[src/hw/mduPkg.sv]
package mduPkg;

    ////////////////////////////////////////////////////////////////////////////
    // Widths and counts
    ////////////////////////////////////////////////////////////////////////////
    localparam int dataWidth   = 32;
    localparam int robIdWidth  = 12;
    localparam int prfIdWidth  = 6;
    localparam int divCycles   = 32;
    localparam int divCntWidth = $clog2(divCycles);

    typedef enum logic [1:0] {
        MDU_MULT  = 2'd0,
        MDU_MULTU = 2'd1,
        MDU_DIV   = 2'd2,
        MDU_DIVU  = 2'd3
    } mduOp;

    typedef enum logic [1:0] {
        DIV_IDLE = 2'd0,
        DIV_RUN  = 2'd1,
        DIV_FIX  = 2'd2,
        DIV_HOLD = 2'd3
    } divState;

    ////////////////////////////////////////////////////////////////////////////
    // Bundles between the core and the unit
    ////////////////////////////////////////////////////////////////////////////
    typedef struct packed {
        logic                  valid;
        mduOp                  op;
        logic [robIdWidth-1:0] id;
        logic [prfIdWidth-1:0] dst;
    } UOPBundle;

    typedef struct packed {
        logic [dataWidth-1:0] rs;
        logic [dataWidth-1:0] rt;
    } PRFrData;

    // One operation, both halves of the pair
    typedef struct packed {
        logic                  valid;
        logic                  signedOp;
        logic [dataWidth-1:0]  a;
        logic [dataWidth-1:0]  b;
        logic [robIdWidth-1:0] idHi;
        logic [robIdWidth-1:0] idLo;
        logic [prfIdWidth-1:0] dstHi;
        logic [prfIdWidth-1:0] dstLo;
    } MduReq;

    typedef struct packed {
        logic                  valid;
        logic [dataWidth-1:0]  hi;
        logic [dataWidth-1:0]  lo;
        logic [robIdWidth-1:0] idHi;
        logic [robIdWidth-1:0] idLo;
        logic [prfIdWidth-1:0] dstHi;
        logic [prfIdWidth-1:0] dstLo;
    } MduResult;

    typedef struct packed {
        logic                  we;
        logic [prfIdWidth-1:0] dstHi;
        logic [prfIdWidth-1:0] dstLo;
        logic [dataWidth-1:0]  hi;
        logic [dataWidth-1:0]  lo;
    } PRFwInfo;

    typedef struct packed {
        logic                  valid;
        logic [robIdWidth-1:0] idHi;
        logic [robIdWidth-1:0] idLo;
    } FuRobInfo;

endpackage

[src/hw/divider.sv]
`timescale 1ns/100ps

module divider import mduPkg::*; (
    input  logic     clk,
    input  logic     rstN,
    input  MduReq    req,
    input  logic     granted,
    output MduResult res,
    output logic     busy
);

    divState                state;
    logic [divCntWidth-1:0] cnt;
    MduReq                  cur;
    logic [dataWidth-1:0]   rem;
    logic [dataWidth-1:0]   quot;
    logic [dataWidth-1:0]   divisor;
    logic [dataWidth-1:0]   aMag;
    logic [dataWidth-1:0]   bMag;
    logic [dataWidth:0]     shifted;
    logic [dataWidth:0]     trial;
    logic                   negQ;
    logic                   negR;

    assign aMag = (req.signedOp && req.a[dataWidth-1]) ? -req.a : req.a;
    assign bMag = (req.signedOp && req.b[dataWidth-1]) ? -req.b : req.b;

    // Quotient sign from both operands, remainder follows the dividend
    assign negQ = cur.signedOp & (cur.a[dataWidth-1] ^ cur.b[dataWidth-1]);
    assign negR = cur.signedOp & cur.a[dataWidth-1];

    assign shifted = {rem, quot[dataWidth-1]};
    assign trial   = shifted - {1'b0, divisor};

    // Pending request counts too, so a second divide is held back at once
    assign busy = (state != DIV_IDLE) | req.valid;

    ////////////////////////////////////////////////////////////////////////////
    // Datapath
    ////////////////////////////////////////////////////////////////////////////
    always_ff @(posedge clk) begin
        case (state)
            DIV_IDLE: begin
                if (req.valid) begin
                    cur     <= req;
                    rem     <= '0;
                    quot    <= aMag;
                    divisor <= bMag;
                end
            end
            DIV_RUN: begin
                // Restore on a negative trial
                rem  <= trial[dataWidth] ? shifted[dataWidth-1:0] : trial[dataWidth-1:0];
                quot <= {quot[dataWidth-2:0], ~trial[dataWidth]};
            end
            default: ;
        endcase
    end

    ////////////////////////////////////////////////////////////////////////////
    // Control and result
    ////////////////////////////////////////////////////////////////////////////
    always_ff @(posedge clk or negedge rstN) begin
        if (!rstN) begin
            state <= DIV_IDLE;
            cnt   <= '0;
            res   <= '0;
        end else begin
            case (state)
                DIV_IDLE: begin
                    if (req.valid) begin
                        state <= DIV_RUN;
                        cnt   <= divCntWidth'(divCycles - 1);
                    end
                end
                DIV_RUN: begin
                    if (cnt == '0) begin
                        state <= DIV_FIX;
                    end
                    cnt <= cnt - 1'b1;
                end
                DIV_FIX: begin
                    state     <= DIV_HOLD;
                    res.valid <= 1'b1;
                    res.idHi  <= cur.idHi;
                    res.idLo  <= cur.idLo;
                    res.dstHi <= cur.dstHi;
                    res.dstLo <= cur.dstLo;
                    if (cur.b == '0) begin
                        res.lo <= '1;
                        res.hi <= cur.a;
                    end else begin
                        res.lo <= negQ ? -quot : quot;
                        res.hi <= negR ? -rem : rem;
                    end
                end
                DIV_HOLD: begin
                    if (granted) begin
                        state     <= DIV_IDLE;
                        res.valid <= 1'b0;
                    end
                end
                default: state <= DIV_IDLE;
            endcase
        end
    end

endmodule

[src/hw/mdu.sv]
`timescale 1ns/100ps

module mdu import mduPkg::*; (
    input  logic     clk,
    input  logic     rstN,
    input  UOPBundle uopHi,
    input  UOPBundle uopLo,
    input  PRFrData  rdata,
    output PRFwInfo  wbData,
    output FuRobInfo robDone,
    output logic     mulBusy,
    output logic     divBusy
);

    MduReq    mulReq;
    MduReq    divReq;
    MduResult mulRes;
    MduResult divRes;
    logic     mulStall;
    logic     divGranted;

    mduDispatch dispatch (
        .clk    (clk),
        .rstN   (rstN),
        .uopHi  (uopHi),
        .uopLo  (uopLo),
        .rdata  (rdata),
        .mulReq (mulReq),
        .divReq (divReq)
    );

    multiplier mul (
        .clk   (clk),
        .rstN  (rstN),
        .req   (mulReq),
        .stall (mulStall),
        .res   (mulRes)
    );

    divider div (
        .clk     (clk),
        .rstN    (rstN),
        .req     (divReq),
        .granted (divGranted),
        .res     (divRes),
        .busy    (divBusy)
    );

    mduWriteback writeback (
        .mulRes     (mulRes),
        .divRes     (divRes),
        .wbData     (wbData),
        .robDone    (robDone),
        .mulStall   (mulStall),
        .divGranted (divGranted)
    );

    // Issuer holds multiplies while a stalled result waits
    assign mulBusy = mulStall;

endmodule

[src/hw/mduDispatch.sv]
`timescale 1ns/100ps

module mduDispatch import mduPkg::*; (
    input  logic     clk,
    input  logic     rstN,
    input  UOPBundle uopHi,
    input  UOPBundle uopLo,
    input  PRFrData  rdata,
    output MduReq    mulReq,
    output MduReq    divReq
);

    logic     pairValid;
    UOPBundle hiQ;
    UOPBundle loQ;
    PRFrData  rdataQ;
    logic     isDiv;
    logic     signedOp;
    MduReq    req;

    // Half a pair is malformed and never makes it past here
    always_ff @(posedge clk or negedge rstN) begin
        if (!rstN) begin
            pairValid <= 1'b0;
        end else begin
            pairValid <= uopHi.valid & uopLo.valid;
        end
    end

    always_ff @(posedge clk) begin
        if (uopHi.valid && uopLo.valid) begin
            hiQ    <= uopHi;
            loQ    <= uopLo;
            rdataQ <= rdata;
        end
    end

    always_comb begin
        case (hiQ.op)
            MDU_MULT:  {isDiv, signedOp} = 2'b01;
            MDU_MULTU: {isDiv, signedOp} = 2'b00;
            MDU_DIV:   {isDiv, signedOp} = 2'b11;
            default:   {isDiv, signedOp} = 2'b10;
        endcase
    end

    assign req = '{valid: pairValid, signedOp: signedOp,
                   a: rdataQ.rs, b: rdataQ.rt,
                   idHi: hiQ.id, idLo: loQ.id,
                   dstHi: hiQ.dst, dstLo: loQ.dst};

    // Same payload to both units, only one sees valid
    always_comb begin
        mulReq       = req;
        divReq       = req;
        mulReq.valid = pairValid & ~isDiv;
        divReq.valid = pairValid & isDiv;
    end

endmodule

[src/hw/mduWriteback.sv]
`timescale 1ns/100ps

module mduWriteback import mduPkg::*; (
    input  MduResult mulRes,
    input  MduResult divRes,
    output PRFwInfo  wbData,
    output FuRobInfo robDone,
    output logic     mulStall,
    output logic     divGranted
);

    MduResult selRes;

    ////////////////////////////////////////////////////////////////////////////
    // Result select
    ////////////////////////////////////////////////////////////////////////////

    // Divider wins, multiplier waits a cycle
    always_comb begin
        if (divRes.valid) begin
            selRes = divRes;
        end else begin
            selRes = mulRes;
        end
    end

    assign mulStall   = mulRes.valid & divRes.valid;
    assign divGranted = divRes.valid;

    ////////////////////////////////////////////////////////////////////////////
    // Register file write and ROB completion
    ////////////////////////////////////////////////////////////////////////////

    // Both halves go out in the same cycle
    assign wbData = '{
        we:    selRes.valid,
        dstHi: selRes.dstHi,
        dstLo: selRes.dstLo,
        hi:    selRes.hi,
        lo:    selRes.lo
    };

    assign robDone = '{
        valid: selRes.valid,
        idHi:  selRes.idHi,
        idLo:  selRes.idLo
    };

endmodule

[src/hw/multiplier.sv]
`timescale 1ns/100ps

module multiplier import mduPkg::*; (
    input  logic     clk,
    input  logic     rstN,
    input  MduReq    req,
    input  logic     stall,
    output MduResult res
);

    MduReq                  skid;
    MduReq                  inReq;
    MduReq                  s1;
    logic                   neg1;
    MduResult               s2;
    logic                   neg2;
    logic [dataWidth-1:0]   aAbs;
    logic [dataWidth-1:0]   bAbs;

    // A request landing in a stall cycle waits here for one cycle
    assign inReq = skid.valid ? skid : req;

    assign aAbs = (inReq.signedOp && inReq.a[dataWidth-1]) ? -inReq.a : inReq.a;
    assign bAbs = (inReq.signedOp && inReq.b[dataWidth-1]) ? -inReq.b : inReq.b;

    always_ff @(posedge clk or negedge rstN) begin
        if (!rstN) begin
            skid <= '0;
            s1   <= '0;
            neg1 <= 1'b0;
            s2   <= '0;
            neg2 <= 1'b0;
            res  <= '0;
        end else if (stall) begin
            skid <= req;
        end else begin
            skid.valid <= 1'b0;

            // Stage one, magnitudes and product sign
            s1   <= inReq;
            s1.a <= aAbs;
            s1.b <= bAbs;
            neg1 <= inReq.signedOp & (inReq.a[dataWidth-1] ^ inReq.b[dataWidth-1]);

            // Stage two, unsigned product
            s2.valid       <= s1.valid;
            {s2.hi, s2.lo} <= s1.a * s1.b;
            s2.idHi        <= s1.idHi;
            s2.idLo        <= s1.idLo;
            s2.dstHi       <= s1.dstHi;
            s2.dstLo       <= s1.dstLo;
            neg2           <= neg1;

            // Stage three, restore sign
            res              <= s2;
            {res.hi, res.lo} <= neg2 ? -{s2.hi, s2.lo} : {s2.hi, s2.lo};
        end
    end

endmodule

[config.mk]
export PLATFORM = sky130hd
export DESIGN_NAME = mdu
export DESIGN_NICKNAME = d
export VERILOG_FILES = /design/src/hw/mduPkg.sv /design/src/hw/divider.sv /design/src/hw/mdu.sv /design/src/hw/mduDispatch.sv /design/src/hw/mduWriteback.sv /design/src/hw/multiplier.sv
export SDC_FILE = /design/constraint.sdc
export NUM_CORES = 2
export LEC_CHECK = 0
export BUFFER_PORTS_ARGS = -buffer_cell sky130_fd_sc_hd__buf_2
export CAP_MARGIN = 20
export CORE_MARGIN = 8
export CORE_UTILIZATION = 30
export CTS_BUF_LIST = sky130_fd_sc_hd__clkbuf_4 sky130_fd_sc_hd__clkbuf_8
export CTS_CLUSTER_DIAMETER = 60
export DETAILED_ROUTE_END_ITERATION = 6
export HOLD_SLACK_MARGIN = 0.06
export SLEW_MARGIN = 40
export SYNTH_ARGS = -nofsm -noshare
export SYNTH_HDL_FRONTEND = slang
export SYNTH_SLANG_ARGS = --single-unit
[constraint.sdc]
create_clock -name clk -period 19.54 [get_ports clk]
set_input_delay 2.931 -clock clk [delete_from_list [all_inputs] [get_ports clk]]
set_output_delay 2.931 -clock clk [all_outputs]
set_load 0.05 [all_outputs]
==> impl_metrics.csv <==
group,metric,value,unit
run_status,run_status,"completed",
routing,dr_total_vias,51944,
global_route,antenna_found_initial,24,
timing,fin_tns_setup,0,ns
clocking,cts_tree,"yes",
clocking,cts_buffers,135,
routing,drtIter0Drc,3444,
logic_synthesis,synth-main-ff-cell,"dfrtp_1",
floorplanning,start_util,30.2,%
routing,drt-wirelength-per-cell,18.0,um
logic_synthesis,synth_warnings,0,
logic_synthesis,synth-seq-area-share,30.4,%
clocking,cts-root-buf,"clkbuf_8",
floorplanning,die_w,505,um
timing,finClkSkew,0.0561,ns
worst_setup_path,crit_type,"flip-flop to flip-flop",
clocking,clock-sinks,814,
routing,first_pass_iters,6,
floorplanning,die_y,505,um
clocking,worstSkewPairLatency,0.85,ns
global_route,grt.overflow.total,0,
worst_setup_path,worstSetupStartpointType,"flip-flop",
timing,slew_violations,0,
placement,post-place-ws,10.64,ns
global_route,grt_pass1_vias,54453,
logic_synthesis,synth_area_per_cell,9.69,um^2
routing,postRouteAntennaNets,0,
timing,fmax,0.115,GHz
layout,syn_to_final_growth,10.3,%
clocking,cts_buffer_depth,3,
worst_setup_path,worstPathArrival,9.43,ns
layout,mostFrequentLayoutCells,"nand2_1 (1308), inv_1 (926), fa_1 (897), and2_1 (605), dfrtp_1 (506)",
layout,n_fill_cell,24208,
floorplanning,core_area,238000,um^2
timing,setup_viol,0,
placement,portBuffers,209,
routing,routed_via_density,4.84,
logic_synthesis,async_flop_share,63.4,%
global_route,grt_max_degree,152,
logic_synthesis,synthCells,7413,
logic_synthesis,ys_seq_elements,814,
layout,final_common_cell,"nand2_1",
global_route,grt_pass1_wl,308000,um
placement,dpl.hpwl,147000,um
logic_synthesis,yosys.area.top_type_share,25.0,%
timing,relSlewSlack,41.3,%
clocking,cts_htree_levels,4,
layout,fin_nets,8752,
worst_setup_path,path_common_cell,"fa_1",
logic_synthesis,synthTopCellsByArea,"fa_1 (25%), dfrtp_1 (18%), edfxtp_1 (12%)",
clocking,post_cts_resized,0,
global_route,gr-usage-all-layers,14.9,%
run,cap_violations,0,
worst_setup_path,slowest_stage,"a2111oi_0",
routing,drc,0,
placement,gp_congestion,0.893,
timing,worst_pin_slew,0.880,ns
logic_synthesis,synth_cell_type_count,74,
timing,hold-worst-slack,0.458,ns
logic_synthesis,synth_nets,8727,
routing,wl,193000,um
timing,rsz0062_at_grt,"no",
min_path,hp-class,"flip-flop to flip-flop",
worst_setup_path,crit_chain,"and2_1 > fa_1 > inv_1 > fa_1 > fa_1 > fa_1 > inv_1 > fa_1 > fa_1 > fa_1 > fa_1 > ha_1 > nand4_1 > or3_1 > nor4_1 > o21ai_1 > a2111oi_0 > o21ai_0 > o211a_1 > a211oi_1",
logic_synthesis,synth.cell_area,71800,um^2
timing,setup_ws,10.86,ns
worst_setup_path,setup.worst_path.end_class,"flip-flop",
layout,drive_gt1_share,10.2,%
timing,hold_violations,0,
clocking,clk_pin_slew,0.06,ns
floorplanning,rows,179,
worst_setup_path,crit_required,20.29,ns
timing,period_share,44.4,%
clocking,cts_hold_buf,0,
floorplanning,die_area,255000,um^2
worst_setup_path,cp_max_fo,33,
clocking,cts_setup_buffers,0,
timing,period_needed,8.68,ns
logic_synthesis,synth_edf_count,298,
logic_synthesis,synth_top_cell_by_area,"fa_1",
floorplanning,io_pins,212,
worst_setup_path,crit_path_max_incr_delay,0.72,ns
## metrics by stage
| stage | std cells | utilization [%] | cell area [um^2] |
|---|---|---|---|
| after CTS | 10716 | 33.2 | 79100 |
| final | 10725 | 33.3 | 79200 |
| after global routing | 10719 | 33.3 | 79200 |
| after global placement | 10463 | 31.9 | 76100 |
| after floorplan | 7413 | - | 71800 |
| after detailed placement | 10466 | 32.0 | 76200 |
## kinds of logic (layout without fill, tap and decap cells)
| group | Yosys count | count (layout) | share of synthesized area (%) |
|---|---|---|---|
| compound gates | 893 | 893 | 7.36 |
| xor+xnor | 309 | 309 | 3.77 |
| fa+ha+maj | 1206 | 1206 | 30.4 |
| buf+inv | 1347 | 1485 | 7.09 |
| flops | 814 | 814 | 30.4 |
| mux | 294 | 294 | 4.39 |
| other cells | 0 | 7 | 0 |
| simple gates | 2550 | 2550 | 16.6 |
## flip-flops by register name (all words and copies together) (netlist names), 32 cells and up
signal,cells
mul.skid,102
div.cur,101
div.res,101
mul.res,101
mul.s1,101
mul.s2,101
dispatch.divReq,100
div.quot,32
div.rem,32
## per-layer routing
metal	vias up	wire length (um)	GRT usage, %
met3	302	12000	2.86
met4	24	4840	3.97
met2	1460	89600	24.4
li1	23623	-	-
met1	26535	86700	20.4
met5	-	159	0
## cell usage after synthesis (24+ instances only)
cell and number:
o21ai_0 334, mux2_2 166, nor4_1 38, mux2i_1 128, or3_1 25, a211oi_1 24, nand2_1 1309, o22a_1 30
xnor2_1 132, nand3_1 40, ha_1 309, a21o_1 44, o31ai_1 45, dfrtp_1 516, nor2_1 309, and3_1 24
fa_1 897, and2_1 606, edfxtp_1 298, clkbuf_1 375, inv_1 926, nor3_1 60, xor2_1 177, nand4_1 26
a21oi_1 277
## layout make-up
| class | count | area, um^2 | area share (%) |
|---|---|---|---|
| flip-flops and latches | 814 | 21900 | 27.6 |
| repair buffers | 307 | 1940 | 2.45 |
| diodes | 7 | 17.5 | 0.0221 |
| clock inverters | 40 | 388 | 0.490 |
| inverters | 928 | 3490 | 4.41 |
| well taps | 3167 | 3960 | 5.00 |
| multi-input cells | 5252 | 45000 | 56.8 |
| clock buffers | 210 | 2560 | 3.23 |
## worst max-delay path, delay by kind of cell, from the launching register on
kind	cells	cell delay [ns]
flops	1	0.70
fa+ha+maj	9	4.42
simple gates	4	1.47
compound gates	5	1.90
buf+inv	2	0.10
## worst paths after layout
path	depth (start not counted)	slack (ns)	startpoint	endpoint
setup / recovery	20	10.86	mul.s1[88]	mul.s2[99]
hold / removal	2	0.46	mul.s1[10]	mul.s2[10]
setup reg to reg	20	10.86	mul.s1[88]	mul.s2[99]
hold reg to reg	2	0.46	mul.s1[10]	mul.s2[10]
max in group asynchronous	6	14.46	rstN	mul.res[51]
min in group asynchronous	1	1.94	rstN	div.res[34]
Power is left out: the tool's default activity adds up to more than one toggle a clock period on the data nets, which glitch-free logic cannot reach.
